File: config.mk
export PLATFORM = sky130hd
export DESIGN_NAME = reward_top
export DESIGN_NICKNAME = d
export VERILOG_FILES = /design/src/hdl/reward_pkg.sv /design/src/hdl/pickup_spawner.sv /design/src/hdl/reward_dispatch.sv /design/src/hdl/reward_timer.sv /design/src/hdl/reward_status.sv /design/src/hdl/reward_top.sv
export SDC_FILE = /design/constraint.sdc
export NUM_CORES = 1
export LEC_CHECK = 0
export ABC_AREA = 1
export BUFFER_PORTS_ARGS = -buffer_cell sky130_fd_sc_hd__buf_2
export CORE_MARGIN = 5
export CORE_UTILIZATION = 62
export DETAILED_ROUTE_END_ITERATION = 10
export HOLD_SLACK_MARGIN = 0.15
export PLACE_DENSITY = 0.9
export SLEW_MARGIN = 0
export SYNTH_ARGS = -nofsm -noshare
export SYNTH_HDL_FRONTEND = slang
export SYNTH_SLANG_ARGS = --single-unit
File: constraint.sdc
create_clock -name clk_4Hz -period 3.6 [get_ports clk_4Hz]
set_input_delay 0.36 -clock clk_4Hz [delete_from_list [all_inputs] [get_ports clk_4Hz]]
set_output_delay 0.36 -clock clk_4Hz [all_outputs]
set_load 0.005 [all_outputs]
File: src/hdl/reward_pkg.sv
/*
 * Shared definitions for the power-up subsystem of the tank game.
 * Holds the reward kinds, the grid coordinate type, the pickup record,
 * the cheat switch bundle and the status flag struct.
 * Every module of the subsystem imports this package, so it is compiled first.
 */
package reward_pkg;

	// the playfield is a 32 by 32 tile grid
	localparam int GRID_BITS = 5;

	typedef logic [GRID_BITS-1:0] grid_coord_t;

	// pickup kinds as the spawner draws them, none marks an empty slot
	typedef enum logic [2:0]
	{
		KIND_NONE   = 3'd0,
		KIND_SHIELD = 3'd1,
		KIND_SPEED  = 3'd2,
		KIND_FREEZE = 3'd3,
		KIND_LASER  = 3'd4
	} reward_kind_e;

	// one duration timer per timed reward
	localparam int NUM_TIMED = 4;
	localparam int SLOT_W    = $clog2(NUM_TIMED);

	typedef logic [SLOT_W-1:0] slot_idx_t;

	// fixed meaning of each timer slot
	localparam slot_idx_t SLOT_INVINCIBLE = 2'd0;
	localparam slot_idx_t SLOT_FASTER     = 2'd1;
	localparam slot_idx_t SLOT_FROZEN     = 2'd2;
	localparam slot_idx_t SLOT_LASER      = 2'd3;

	// the pickup currently on the map, also exported for the display block
	typedef struct packed
	{
		logic         valid;
		reward_kind_e kind;
		grid_coord_t  xpos;
		grid_coord_t  ypos;
	} pickup_t;

	typedef struct packed
	{
		grid_coord_t xpos;
		grid_coord_t ypos;
	} tank_pos_t;

	// active rewards as the game logic consumes them
	typedef struct packed
	{
		logic invincible;
		logic addtime;
		logic faster;
		logic frozen;
		logic laser;
	} reward_flags_t;

	// debug switches plus the start-of-round protection request
	typedef struct packed
	{
		logic shield;
		logic speed;
		logic freeze;
		logic laser;
		logic protect;
	} cheat_t;

endpackage

File: src/hdl/pickup_spawner.sv
/*
 * Places one pickup at a time on the tile grid.
 * A free-running LFSR supplies the kind and the coordinates. Once the
 * dispatcher reports a collection the pickup disappears and a new one is
 * drawn after RESPAWN_DELAY ticks. The same delay applies after reset.
 */
`timescale 1ns/1ps

module pickup_spawner
#(
	parameter int RESPAWN_DELAY = 8
)
(
	input  logic               clk_4Hz,
	input  logic               reset,
	input  logic               enable,
	input  logic               collect,
	output reward_pkg::pickup_t pickup
);

	import reward_pkg::*;

	// the countdown only has to hold RESPAWN_DELAY-1
	localparam int DLY_W = (RESPAWN_DELAY > 1) ? $clog2(RESPAWN_DELAY) : 1;

	localparam logic [15:0] LFSR_SEED = 16'hACE1;

	logic [15:0]      lfsr;
	logic             feedback;
	logic [DLY_W-1:0] delay_cnt;
	logic [2:0]       kind_raw;

	// fibonacci taps 16, 14, 13, 11
	assign feedback = lfsr[15] ^ lfsr[13] ^ lfsr[12] ^ lfsr[10];

	// two random bits give 0..3 and are shifted up so a drawn kind is never none
	assign kind_raw = {1'b0, lfsr[1:0]} + 3'd1;

	always_ff @(posedge clk_4Hz)
	begin
		if (reset)
		begin
			lfsr <= LFSR_SEED;
		end
		else if (enable)
		begin
			lfsr <= {lfsr[14:0], feedback};
		end
	end

	always_ff @(posedge clk_4Hz)
	begin
		if (reset)
		begin
			pickup    <= '0;
			delay_cnt <= DLY_W'(RESPAWN_DELAY - 1);
		end
		else if (enable)
		begin
			if (pickup.valid)
			begin
				if (collect)
				begin
					// the pickup was taken so the respawn wait starts
					pickup.valid <= 1'b0;
					delay_cnt    <= DLY_W'(RESPAWN_DELAY - 1);
				end
			end
			else if (delay_cnt == '0)
			begin
				// the new tile may coincide with the tank position
				pickup.valid <= 1'b1;
				pickup.kind  <= reward_kind_e'(kind_raw);
				pickup.xpos  <= grid_coord_t'(lfsr[6:2]);
				pickup.ypos  <= grid_coord_t'(lfsr[11:7]);
			end
			else
			begin
				delay_cnt <= delay_cnt - 1'b1;
			end
		end
	end

	a_kind_known: assert property (
		@(posedge clk_4Hz) disable iff (reset)
		pickup.valid |-> pickup.kind != KIND_NONE
	)
	else $error("pickup shown with kind none");

endmodule

File: src/hdl/reward_dispatch.sv
/*
 * Decides which reward is granted on each game tick.
 * Held cheat switches win over the pickup. Otherwise a tank standing on
 * the pickup collects it and the kind is mapped under the game mode.
 * All outputs are registered single-tick pulses.
 */
`timescale 1ns/1ps

module reward_dispatch
(
	input  logic                              clk_4Hz,
	input  logic                              reset,
	input  logic                              enable,
	input  logic                              mode_classic,
	input  logic                              mode_infinity,
	input  reward_pkg::tank_pos_t             tank,
	input  reward_pkg::cheat_t                cheat,
	input  reward_pkg::pickup_t               pickup,
	output logic [reward_pkg::NUM_TIMED-1:0] grant,
	output logic                              collect,
	output logic                              addtime_pulse
);

	import reward_pkg::*;

	logic                 cheat_held;
	logic                 on_tile;
	logic [NUM_TIMED-1:0] grant_next;
	logic                 collect_next;
	logic                 addtime_next;

	assign cheat_held = |cheat;

	// while collect is high the spawner has not cleared the pickup yet,
	// so the same pickup must not be taken twice
	assign on_tile = pickup.valid && !collect
		&& pickup.xpos == tank.xpos && pickup.ypos == tank.ypos;

	always_comb
	begin
		grant_next   = '0;
		collect_next = 1'b0;
		addtime_next = 1'b0;
		if (cheat_held)
		begin
			if (cheat.shield || cheat.protect)
				grant_next[SLOT_INVINCIBLE] = 1'b1;
			else if (cheat.speed)
				grant_next[SLOT_FASTER] = 1'b1;
			else if (cheat.freeze)
				grant_next[SLOT_FROZEN] = 1'b1;
			else if (cheat.laser)
				grant_next[SLOT_LASER] = 1'b1;
		end
		else if (on_tile)
		begin
			collect_next = 1'b1;
			case (pickup.kind)
				KIND_SHIELD:
				begin
					// classic mode protects, infinity mode buys extra time
					if (mode_classic)
						grant_next[SLOT_INVINCIBLE] = 1'b1;
					else if (mode_infinity)
						addtime_next = 1'b1;
				end
				KIND_SPEED:  grant_next[SLOT_FASTER] = 1'b1;
				KIND_FREEZE: grant_next[SLOT_FROZEN] = 1'b1;
				KIND_LASER:  grant_next[SLOT_LASER]  = 1'b1;
				default:     grant_next = '0;
			endcase
		end
	end

	always_ff @(posedge clk_4Hz)
	begin
		if (reset)
		begin
			grant         <= '0;
			collect       <= 1'b0;
			addtime_pulse <= 1'b0;
		end
		else if (enable)
		begin
			grant         <= grant_next;
			collect       <= collect_next;
			addtime_pulse <= addtime_next;
		end
	end

	a_grant_onehot: assert property (
		@(posedge clk_4Hz) disable iff (reset)
		$onehot0(grant)
	)
	else $error("more than one reward granted at once");

	a_cheat_blocks_collect: assert property (
		@(posedge clk_4Hz) disable iff (reset)
		$rose(collect) |-> !(|$past(cheat))
	)
	else $error("pickup collected while a cheat was held");

endmodule

File: src/hdl/reward_timer.sv
/*
 * Hold counter for one timed reward.
 * A grant pulse loads DURATION ticks and raises active; the count then
 * runs down once per enabled tick and active drops with the last tick.
 * A grant that arrives while running simply reloads the count.
 */
`timescale 1ns/1ps

module reward_timer
#(
	parameter int DURATION = 30,
	parameter int CNT_W    = 6
)
(
	input  logic             clk_4Hz,
	input  logic             reset,
	input  logic             enable,
	input  logic             grant,
	output logic             active,
	output logic [CNT_W-1:0] remaining
);

	// the counter has to be able to hold the full duration
	if (DURATION < 1 || DURATION >= (1 << CNT_W))
	begin : g_bad_width
		$error("DURATION does not fit into CNT_W bits");
	end

	always_ff @(posedge clk_4Hz)
	begin
		if (reset)
		begin
			active    <= 1'b0;
			remaining <= '0;
		end
		else if (enable)
		begin
			if (grant)
			begin
				active    <= 1'b1;
				remaining <= CNT_W'(DURATION);
			end
			else if (active)
			begin
				if (remaining == CNT_W'(1))
				begin
					// last tick of the reward
					active    <= 1'b0;
					remaining <= '0;
				end
				else
				begin
					remaining <= remaining - 1'b1;
				end
			end
		end
	end

	a_count_consistent: assert property (
		@(posedge clk_4Hz) disable iff (reset)
		remaining <= CNT_W'(DURATION) && ((remaining == '0) == !active)
	)
	else $error("timer count out of range or out of step with active");

endmodule

File: src/hdl/reward_status.sv
/*
 * Collects the timer array into the status seen by the rest of the game.
 * Flags follow the timers directly, last_remaining shows the count of the
 * most recently granted slot for the info panel, and collected_count
 * counts taken pickups up to 255.
 */
`timescale 1ns/1ps

module reward_status
#(
	parameter int DURATION = 30,
	parameter int CNT_W    = 6
)
(
	input  logic                              clk_4Hz,
	input  logic                              reset,
	input  logic                              enable,
	input  logic                              collect,
	input  logic                              addtime_pulse,
	input  logic [reward_pkg::NUM_TIMED-1:0] grant,
	input  logic [reward_pkg::NUM_TIMED-1:0] active,
	input  logic [CNT_W-1:0]                 remaining [reward_pkg::NUM_TIMED],
	output reward_pkg::reward_flags_t        flags,
	output logic [CNT_W-1:0]                 last_remaining,
	output logic [7:0]                        collected_count
);

	import reward_pkg::*;

	slot_idx_t last_slot;
	slot_idx_t grant_slot;

	always_comb
	begin
		flags.invincible = active[SLOT_INVINCIBLE];
		flags.addtime    = addtime_pulse;
		flags.faster     = active[SLOT_FASTER];
		flags.frozen     = active[SLOT_FROZEN];
		flags.laser      = active[SLOT_LASER];
	end

	// grant is one-hot, so this is a plain encoder
	always_comb
	begin
		grant_slot = '0;
		for (int i = 0; i < NUM_TIMED; i++)
		begin
			if (grant[i])
				grant_slot = slot_idx_t'(i);
		end
	end

	always_ff @(posedge clk_4Hz)
	begin
		if (reset)
		begin
			last_slot       <= '0;
			collected_count <= '0;
		end
		else if (enable)
		begin
			if (|grant)
				last_slot <= grant_slot;
			if (collect && collected_count != 8'hFF)
				collected_count <= collected_count + 1'b1;
		end
	end

	assign last_remaining = remaining[last_slot];

	// the panel shows a full count right after any grant
	a_panel_reload: assert property (
		@(posedge clk_4Hz) disable iff (reset)
		(enable && |grant) |=> last_remaining == CNT_W'(DURATION)
	)
	else $error("info panel count not reloaded after a grant");

endmodule

File: src/hdl/reward_top.sv
/*
 * Top level of the power-up subsystem.
 * Wires the pickup spawner, the reward dispatcher, one duration timer per
 * timed reward and the status block. Durations and the respawn delay are
 * set here and handed down.
 */
`timescale 1ns/1ps

module reward_top
#(
	parameter int DURATION      = 30,
	parameter int RESPAWN_DELAY = 8,
	parameter int CNT_W         = 6
)
(
	input  logic                      clk_4Hz,
	input  logic                      reset,
	input  logic                      enable,
	input  logic                      mode_classic,
	input  logic                      mode_infinity,
	input  reward_pkg::tank_pos_t     tank,
	input  reward_pkg::cheat_t        cheat,
	output reward_pkg::pickup_t       pickup,
	output reward_pkg::reward_flags_t flags,
	output logic [CNT_W-1:0]          last_remaining,
	output logic [7:0]                collected_count
);

	import reward_pkg::*;

	logic                 collect;
	logic                 addtime_pulse;
	logic [NUM_TIMED-1:0] grant;
	logic [NUM_TIMED-1:0] active;
	logic [CNT_W-1:0]     remaining [NUM_TIMED];

	pickup_spawner #(.RESPAWN_DELAY(RESPAWN_DELAY)) u_spawner
	(
		.clk_4Hz (clk_4Hz),
		.reset   (reset),
		.enable  (enable),
		.collect (collect),
		.pickup  (pickup)
	);

	reward_dispatch u_dispatch
	(
		.clk_4Hz       (clk_4Hz),
		.reset         (reset),
		.enable        (enable),
		.mode_classic  (mode_classic),
		.mode_infinity (mode_infinity),
		.tank          (tank),
		.cheat         (cheat),
		.pickup        (pickup),
		.grant         (grant),
		.collect       (collect),
		.addtime_pulse (addtime_pulse)
	);

	// slot order follows the SLOT_ constants of the package
	for (genvar i = 0; i < NUM_TIMED; i++)
	begin : g_timer
		reward_timer #(.DURATION(DURATION), .CNT_W(CNT_W)) u_timer
		(
			.clk_4Hz   (clk_4Hz),
			.reset     (reset),
			.enable    (enable),
			.grant     (grant[i]),
			.active    (active[i]),
			.remaining (remaining[i])
		);
	end

	reward_status #(.DURATION(DURATION), .CNT_W(CNT_W)) u_status
	(
		.clk_4Hz         (clk_4Hz),
		.reset           (reset),
		.enable          (enable),
		.collect         (collect),
		.addtime_pulse   (addtime_pulse),
		.grant           (grant),
		.active          (active),
		.remaining       (remaining),
		.flags           (flags),
		.last_remaining  (last_remaining),
		.collected_count (collected_count)
	);

endmodule

Yosys cells after proc, flatten, opt, wreduce, memory -nomap -nowiden
Cells that the tools add are included.
{ "op_classes": {"add_sub_neg": 7, "order_cmp": 1, "n_eq_ne": 13, "mux": 57, "bitwise": 5, "reduce_logical": 21} }
{ "op_table": {"columns": ["cell", "count"], "rows": [
  ["two-way mux 6 bit", 14],
  ["two-way mux 1 bit", 32],
  ["== test 6 x 1 -> 1 bit (second input constant)", 4],
  ["subtractor 6 x 1 -> 6 bit (second input constant)", 4],
  ["two-way mux 14 bit", 1],
  ["binary-select mux 6 bit (select 2 bit)", 1],
  ["two-way mux 3 bit", 4],
  ["AND reduction 2 bit", 6],
  ["== test 5 bit", 2],
  ["adder 8 x 1 -> 8 bit (second input constant)", 1],
  ["two-way mux 4 bit", 2],
  ["!= test 8 bit (second input constant)", 1],
  ["nonzero test 2 bit", 4],
  ["== test 3 x 2 -> 1 bit (second input constant)", 2],
  ["two-way mux 2 bit", 3],
  ["AND reduction 3 bit", 2],
  ["OR reduction 5 bit", 1],
  ["logical AND 1 bit", 4],
  ["!= test 2 x 1 -> 1 bit (second input constant)", 2],
  ["OR reduction 4 bit", 1],
  ["adder 2 x 1 -> 3 bit (second input constant)", 1],
  ["== test 3 x 1 -> 1 bit (second input constant)", 1],
  ["== test 3 bit (second input constant)", 1],
  [">= comparator 3 bit (second input constant)", 1],
  ["other kinds (7)", 9]
]} }
{ "totals": {"register_bits": 77, "output_inout_bits": 33, "word_cells": 123} }

Depth between registers and ports, before layout
Gate-level depths: netlist of run 1.
{ "depth": {"depth_word": 6, "ltp_mapped": 10, "depth_no_buf": 10} }

Cells and area by module
Synthesis of run 1 repeated with hierarchy kept, for this count alone.
{ "hier_totals": {"cells_unflattened": 667, "hier_area_um2": 4499.3} }
{ "modules_own_cells": {"columns": ["module", "instances", "cells_each", "area_per_inst_um2"], "rows": [
  ["reward_timer", 4, 60, 422.9],
  ["pickup_spawner", 1, 196, 1460.2],
  ["reward_status", 1, 126, 780.7],
  ["reward_dispatch", 1, 105, 566.8]
]} }

Worst setup path after synthesis of run 1
No wires, ideal clock.
{ "synth_path": {"path_kind": "reg2reg", "start": "register u_spawner.delay_cnt[0]", "end": "register, netlist name u_spawner.pickup[10]", "arrival_ps": 1341, "required_time_ps": 3530, "path_slack_ps": 2189, "path_stages_with_launch": 10, "n_path_buf": 1, "period_less_slack_ps": 1411, "path_cell_list": "dfxtp_1 inv_1 ha_1 ha_1 inv_1 nor2_1 nand2_1 clkbuf_1 o21ai_0 a21oi_1"} }
{ "synth_via": {"elab_chain_len": 2} }
{ "synth_lines": {"columns": ["element", "line_no", "source"], "rows": [
  ["from (decl)", "pickup_spawner.sv:30", "logic [DLY_W-1:0] delay_cnt;"],
  ["from (signal assigned)", "pickup_spawner.sv:56", "delay_cnt <= DLY_W'(RESPAWN_DELAY - 1);"],
  ["from (signal assigned)", "pickup_spawner.sv:66", "delay_cnt <= DLY_W'(RESPAWN_DELAY - 1);"],
  ["from (signal assigned)", "pickup_spawner.sv:79", "delay_cnt <= delay_cnt - 1'b1;"],
  ["zero test 3 bit", "pickup_spawner.sv:69", "else if (delay_cnt == '0)"],
  ["AND reduction 3 bit (no line)", null, null]
]} }
No other way between the ends.
A chain may end at the register's enable or synchronous reset.

Worst setup path in the final report of run 1
{ "layout_path": {"start": "register u_status.last_slot[0]", "end": "output port last_remaining[1]"} }
{ "layout_via": {"elab_chain_len": 4} }
{ "layout_lines": {"columns": ["element", "line_no", "source"], "rows": [
  ["from (decl)", "reward_status.sv:30", "slot_idx_t last_slot;"],
  ["from (signal assigned)", "reward_status.sv:63", "last_slot <= grant_slot;"],
  ["inverter 2 -> 3 bit (not written as such)", "reward_status.sv:69", "assign last_remaining = remaining[last_slot];"],
  ["binary-select mux 6 bit (select 2 bit)", "reward_status.sv:69", null],
  ["two-way mux 6 bit (not written as such) (2 in a row)", "reward_status.sv:69", null],
  ["to (decl)", "reward_top.sv:25", "output logic [CNT_W-1:0] last_remaining,"]
]} }
No other way between the ends. The select of a mux whose other input is x is not followed.

==> results.sh, run 1 <==
export IMPL_clk_latency_ns=0.36
export IMPL_crit_family="compound AO/OA/AOI/OAI gates"
export IMPL_cts_hold_buf=0
export IMPL_setup_violations=0
export IMPL_regArea_um2=1541
export IMPL_via_count=3873
export IMPL_io_buffers=52
export IMPL_yosysTopAreaCellShare=0.3871
export IMPL_synthTopCellsByCount="nand2_1, dfxtp_1, inv_1"
export IMPL_leakagePower_nw=2.079
export IMPL_coreArea_um2=6314
export IMPL_overflow=0
export IMPL_clock_sinks=77
export IMPL_ys_flop_type="dfxtp_1"
export IMPL_startpoint="u_status.last_slot[0]"
export IMPL_critical_path_class="register to output port"
export IMPL_postSynthCellCount=575
export IMPL_cp_end_kind="output port"
export IMPL_grt_usage=0.2340
export IMPL_multi_input_area_um2=2021
export IMPL_worstMarginPinSlew_ns=1.194
export IMPL_hp_start="mode_infinity"
export IMPL_drt_pre_antenna_iters=5
export IMPL_post_cts_resized=0
export IMPL_viasPerCell=5.557
export IMPL_max_stage_delay_ns=0.46
export IMPL_fin_setup_tns_ns=0
export IMPL_yosys_warnings=0
export IMPL_cp_common_cell="a21oi_1"
export IMPL_r2r_start="u_spawner.delay_cnt[0]"
export IMPL_dp_hpwl_um=6608
export IMPL_path_buf_inv=2
export IMPL_cts_root_buf="clkbuf_8"
export IMPL_avgSynthCellArea_um2=6.926
export IMPL_synth_top_area_cell="dfxtp_1"
export IMPL_gp_congestion=0.9315
export IMPL_syn_area_um2=3983
export IMPL_totalWireLength_um=9428
export IMPL_synth_most_common_cell="nand2_1"
export IMPL_slew_headroom=0.2029
export IMPL_h_tree_depth=3
export IMPL_async_reset_ff_frac=0
export IMPL_grt_setup_unrepaired="false"
export IMPL_slew_violations=0
export IMPL_final_cells=697
export IMPL_numCtsBuffers=9
export IMPL_synth_seq_area_share=0.3871
export IMPL_grt_pass1_wl_um=16040
export IMPL_status="complete, no violations"
export IMPL_p_per_area_nw_per_um2=405.5
export IMPL_cts_tree="built"
export IMPL_start_util=0.6308
export IMPL_fmax_mhz=418.6
export IMPL_ir_drop_uv=245.2
export IMPL_clk_path_buf_depth=2
export IMPL_grt_pass1_vias=3570
export IMPL_critPathArrivalTime_ns=2.03
export IMPL_synth_edff_count=0
export IMPL_die_w_um=90.15
export IMPL_post_route_period_util=0.6636
export IMPL_synth_area_leaders="dfxtp_1, nand2_1, a21oi_1"
export IMPL_skew_ns=0.008626
export IMPL_n_fill_cell=530
export IMPL_clkTransAtPathRegs_ns=0.08
export IMPL_drt_iter0_drc=258
export IMPL_ys_ff_latch=77
export IMPL_cts_setup_buffers=0
export IMPL_critical_path_max_fanout=19
export IMPL_dp_cells=681
export IMPL_slowest_stage="dfxtp_1"
export IMPL_grt_max_degree=44
export IMPL_die_y_um=90.15
export IMPL_yosysUniqueCellTypes=31
export IMPL_worstPathCellList="clkinv_1 > o21ai_0 > a21oi_1 > a21oi_1 > buf_2"
export IMPL_nets=647
export IMPL_cp_start_kind="register"
export IMPL_min_path_type="input pin to register"
export IMPL_rows=29
export IMPL_required_ns=3.24
export IMPL_ant_nets=0
export IMPL_finalWorstPathRequiredPeriod_ns=2.389
export IMPL_finalPower_mw=1.799
export IMPL_drive_above_1_share=0.1323
export IMPL_fin_util=0.7025
export IMPL_drc_errors=0
export IMPL_ios=53
export IMPL_antenna_found_initial=0
export IMPL_hold_viol_final=0
export IMPL_area_growth_pct=11.37
export IMPL_wire_per_inst_um=13.53
export IMPL_synthesis_nets=607
export IMPL_die_area_um2=8126
export IMPL_max_cap_violations=0
export IMPL_antenna_cells=0
[metrics by stage]
stage               setup slack [ns]  instance area [um2]  hold WS, ns
finish                         1.211                 4436       0.3880
global route                   1.050                 4436       0.4083
CTS                            1.281                 4436       0.3785
detailed placement             1.392                 4225       0.4568
global placement               1.388                 4225       0.4432
floorplan                      2.189                 3983       0.4367
[path summary, 6_finish.rpt]
| path | end | slack, ns | cells after the start |
|---|---|---|---|
| worst max-delay path | last_remaining[1] | 1.21 | 5 |
| worst min-delay path | u_dispatch.addtime_pulse | 0.39 | 5 |
| worst max register to register | u_spawner.pickup[5] | 1.67 | 8 |
| worst min register to register | u_spawner.lfsr[15] | 0.47 | 2 |
[cell type report]
cell class,instances,share of cell area
well taps,77,0.02172
flip-flops and latches,77,0.3475
clock buffers,11,0.03413
inverters,81,0.06911
repair buffers,52,0.05867
clock inverters,5,0.01326
multi-input cells,394,0.4556
[per-layer routing]
| layer | vias to the layer above | track usage | wire length (um) |
|---|---|---|---|
| met3 | 30 | 0.04591 | 609 |
| met4 | 0 | 0.1067 | 282 |
| met1 | 1743 | 0.2907 | 3974 |
| met5 | - | 0 | 0 |
| met2 | 141 | 0.3896 | 4562 |
| li1 | 1959 | - | - |
[worst reg2reg max path: cells and delay by family (launching register included)]
family / cells / cell delay [ns]
simple gates: 2 / 0.62
fa+ha+maj: 2 / 0.31
flops: 1 / 0.30
buf+inv: 2 / 0.13
compound gates: 2 / 0.43
[report_power, final]
part	switching [mW]	leakage [nW]	internal (mW)
clock	0.324	0.102	0.358
sequential	0.0285	0.628	0.885
combinational	0.126	1.35	0.0776
total	0.479	2.08	1.32
[cell families (layout without fill, tap and decap cells)]
family	Yosys count	count (layout)	share of synthesized area
simple gates	224	224	0.2397
buf+inv	104	149	0.1056
xor+xnor	16	16	0.03519
fa+ha+maj	12	12	0.03770
flops	77	77	0.3871
compound gates	142	142	0.1948
[cell usage in the layout (no fill, tap or decap), drive strengths merged]
cell and count:
a211oi 1, a21oi 61, a31oi 8, buf 52
bufinv 1, clkbuf 11, clkinv 3, clkinvlp 2
dfxtp 77, ha 12, inv 80, nand2 121
nand3 34, nand3b 1, nand4 12, nor2 49
nor3 7, o211ai 8, o21a 5, o21ai 58
o22ai 1, xnor2 4, xor2 12
[flip-flops by register name, summed over array words and instances (netlist names)]
register	cells
u_dispatch.grant	4
g_timer.u_timer.remaining	24
u_dispatch.addtime_pulse	1
u_spawner.pickup	14
u_dispatch.collect	1
u_status.last_slot	2
g_timer.u_timer.active	4
u_status.collected_count	8
u_spawner.lfsr	16
u_spawner.delay_cnt	3
Power figures use the tool's default switching activity.
==> inputs of run 2 (changes only) <==
--- a/config.mk
+++ b/config.mk
@@ -8,10 +8,10 @@
 export ABC_AREA = 1
 export BUFFER_PORTS_ARGS = -buffer_cell sky130_fd_sc_hd__buf_2
 export CORE_MARGIN = 5
-export CORE_UTILIZATION = 62
+export CORE_UTILIZATION = 58
 export DETAILED_ROUTE_END_ITERATION = 10
 export HOLD_SLACK_MARGIN = 0.15
-export PLACE_DENSITY = 0.9
+export PLACE_DENSITY = 0.85
 export SLEW_MARGIN = 0
 export SYNTH_ARGS = -nofsm -noshare
 export SYNTH_HDL_FRONTEND = slang
==> constraint.sdc (replaced) <==
create_clock -name clk_4Hz -period 2.2 [get_ports clk_4Hz]
set_input_delay 0.22 -clock clk_4Hz [delete_from_list [all_inputs] [get_ports clk_4Hz]]
set_output_delay 0.22 -clock clk_4Hz [all_outputs]
set_load 0.005 [all_outputs]
==> run 2 against run 1 <==
  * Final cell count increased by 1.0%
  * First-iteration DRC count decreased by 27%
  * Global-route usage is 1.3 points lower
  * Count of clock-buffer cells in the layout stayed put
  * Clock skew rose by 0.0014 ns
  * Combinational power grew 68%
  * Clock power increased by 63%
  * Register-to-register slack got worse by 1.4 ns
  * Sequential power is 63% higher
  * Non-clock buffer count increased by 4
  * Setup slack got worse by 0.95 ns
  * Via count decreased by 0.98%
  * Critical path type unchanged
  * Largest power group unchanged
==> results.sh, run 2 (synthesis gave the netlist of run 1 again) <==
export IMPL_finalWorstPathRequiredPeriod_ns=1.938
export IMPL_overflow=0
export IMPL_cts_setup_buffers=0
export IMPL_grt_max_degree=35
export IMPL_dp_hpwl_um=6750
export IMPL_layout_setup_ws_ns=0.2625
export IMPL_fin_util=0.6639
export IMPL_p_int_mw=2.166
export IMPL_drt_pre_antenna_iters=5
export IMPL_p_per_area_nw_per_um2=657.8
export IMPL_critPathArrivalTime_ns=1.72
export IMPL_largest_registers="g_timer.u_timer.remaining: 24 flops, u_spawner.lfsr: 16 flops, u_spawner.pickup: 14 flops"
export IMPL_setup_violations=0
export IMPL_cts_tree="built"
export IMPL_grt_pass1_vias=3562
export IMPL_die_y_um=92.87
export IMPL_rows=30
export IMPL_p_clk_frac=0.378
export IMPL_p_switching_mw=0.7842
export IMPL_viasPerCell=5.447
export IMPL_combPwrFrac=0.116
export IMPL_drive_above_1_share=0.1394
export IMPL_grt_busiest_layer="met2"
export IMPL_largest_register="g_timer.u_timer.remaining"
export IMPL_die_area_um2=8624
export IMPL_grt_met1_usage=0.2738
export IMPL_cp_common_cell="a21oi_1"
export IMPL_slew_violations=0
export IMPL_n_fill_cell=574
export IMPL_worstMarginPinSlew_ns=0.6646
export IMPL_dp_slack_ns=0.3783
export IMPL_grt_setup_unrepaired="false"
export IMPL_numCtsBuffers=9
export IMPL_required_ns=1.98
export IMPL_fin_setup_tns_ns=0
export IMPL_cp_end_kind="output port"
export IMPL_skew_ns=0.009986
export IMPL_wire_per_inst_um=13.13
export IMPL_max_cap_violations=0
export IMPL_ios=53
export IMPL_die_w_um=92.87
export IMPL_min_path_type="input pin to register"
export IMPL_status="complete, no violations"
export IMPL_layout_commonest_cell="nand2_1"
export IMPL_fmax_mhz=516.1
export IMPL_clock_sinks=77
export IMPL_area_growth_pct=12.63
export IMPL_clk_latency_ns=0.35
export IMPL_post_route_period_util=0.8807
export IMPL_ir_drop_uv=434.4
export IMPL_start_util=0.5894
export IMPL_critical_path_max_fanout=19
export IMPL_cp_start_kind="register"
export IMPL_critical_path_class="register to output port"
export IMPL_grt_pass1_wl_um=15600
export IMPL_clkTransAtPathRegs_ns=0.08
export IMPL_hold_viol_final=0
export IMPL_coreArea_um2=6756
export IMPL_regArea_um2=1541
export IMPL_via_count=3835
export IMPL_max_stage_delay_ns=0.48
export IMPL_totalWireLength_um=9245
export IMPL_io_buffers=52
export IMPL_crit_family="flip-flops"
export IMPL_clk_path_buf_depth=2
export IMPL_multi_input_area_um2=2021
export IMPL_switching_share=0.2658
export IMPL_h_tree_depth=3
export IMPL_antenna_found_initial=0
export IMPL_gr_usage_met2=0.3767
export IMPL_cts_root_buf="clkbuf_8"
export IMPL_worstPathCellList="clkinvlp_4 > o21ai_0 > a21oi_1 > a21oi_1 > buf_2"
export IMPL_drt_iter0_drc=189
export IMPL_ant_nets=0
export IMPL_power_frac_seq=0.506
export IMPL_slowest_stage="dfxtp_1"
export IMPL_antenna_cells=0
export IMPL_layout_common_cells="nand2_1, inv_1, dfxtp_1, a21oi_1, o21ai_0"
export IMPL_grt_usage=0.2211
export IMPL_slew_headroom=0.5559
export IMPL_leakagePower_nw=2.103
export IMPL_path_buf_inv=2
export IMPL_largest_reg_flops=24
export IMPL_holdWs_ns=0.2537
export IMPL_grt_use_met3=0.03818
export IMPL_nets=651
export IMPL_gp_congestion=0.9350
export IMPL_drc_errors=0
-- run 2: changes by cell type in the layout (fill, tap and decap cells not counted) --
cell / before / now
buf_12: 0 / 1
buf_4: 0 / 3
clkinv_1: 1 / 0
clkinvlp_4: 2 / 3
-- run 2: stage by stage --
stage	std cells	total power, mW	instance area, um2
floorplan	575	1.760	3983
global placement	688	1.842	4272
detailed placement	688	1.859	4272
CTS	704	2.963	4482
global route	704	3.085	4486
finish	704	2.951	4486
-- run 2: worst reg2reg max path, stage by stage (launching register included) --
cell	delay [ns]
dfxtp_1	0.31
inv_1	0.09
ha_1	0.16
ha_1	0.14
inv_1	0.04
nor2_1	0.16
nand2_1	0.43
o21ai_0	0.39
a21oi_1	0.08
-- run 2: power groups by stage --
stage / sequential [mW] / clock (mW) / combinational (mW)
2_1_floorplan: 1.51 / 0 / 0.249
3_3_place_gp: 1.52 / 0 / 0.320
3_5_place_dp: 1.52 / 0 / 0.336
4_1_cts: 1.49 / 1.13 / 0.340
5_1_grt: 1.50 / 1.19 / 0.390
6_report: 1.49 / 1.11 / 0.343
-- run 2: worst paths after layout --
kind	startpoint	end	slack, ns	depth (start not counted)
max	u_status.last_slot[0]	last_remaining[3]	0.26	5
min	mode_infinity	u_dispatch.addtime_pulse	0.25	5
max reg2reg	u_spawner.delay_cnt[0]	u_spawner.pickup[6]	0.28	8
min reg2reg	u_spawner.lfsr[15]	u_spawner.lfsr[15]	0.48	2
-- run 2: per-layer routing --
| metal | part of all wire | wire [um] |
|---|---|---|
| met2 | 0.49 | 4514 |
| met1 | 0.44 | 4022 |
| met3 | 0.057 | 527 |
| met4 | 0.020 | 181 |
| met5 | 0 | 0 |
-- run 2: area by class of cell --
cell class              instances  area share
clock inverters                 5     0.01311
well taps                      80     0.02232
flip-flops and latches         77      0.3437
multi-input cells             394      0.4505
clock buffers                  11     0.03375
inverters                      81     0.06918
repair buffers                 56     0.06750
-- run 2: what timing repair did --
| action | in CTS | in global routing |
|---|---|---|
| hold buffers | 0 | 0 |
| gates resized for setup | 0 | 1 |
| endpoints found under the setup margin | 0 | 1 |
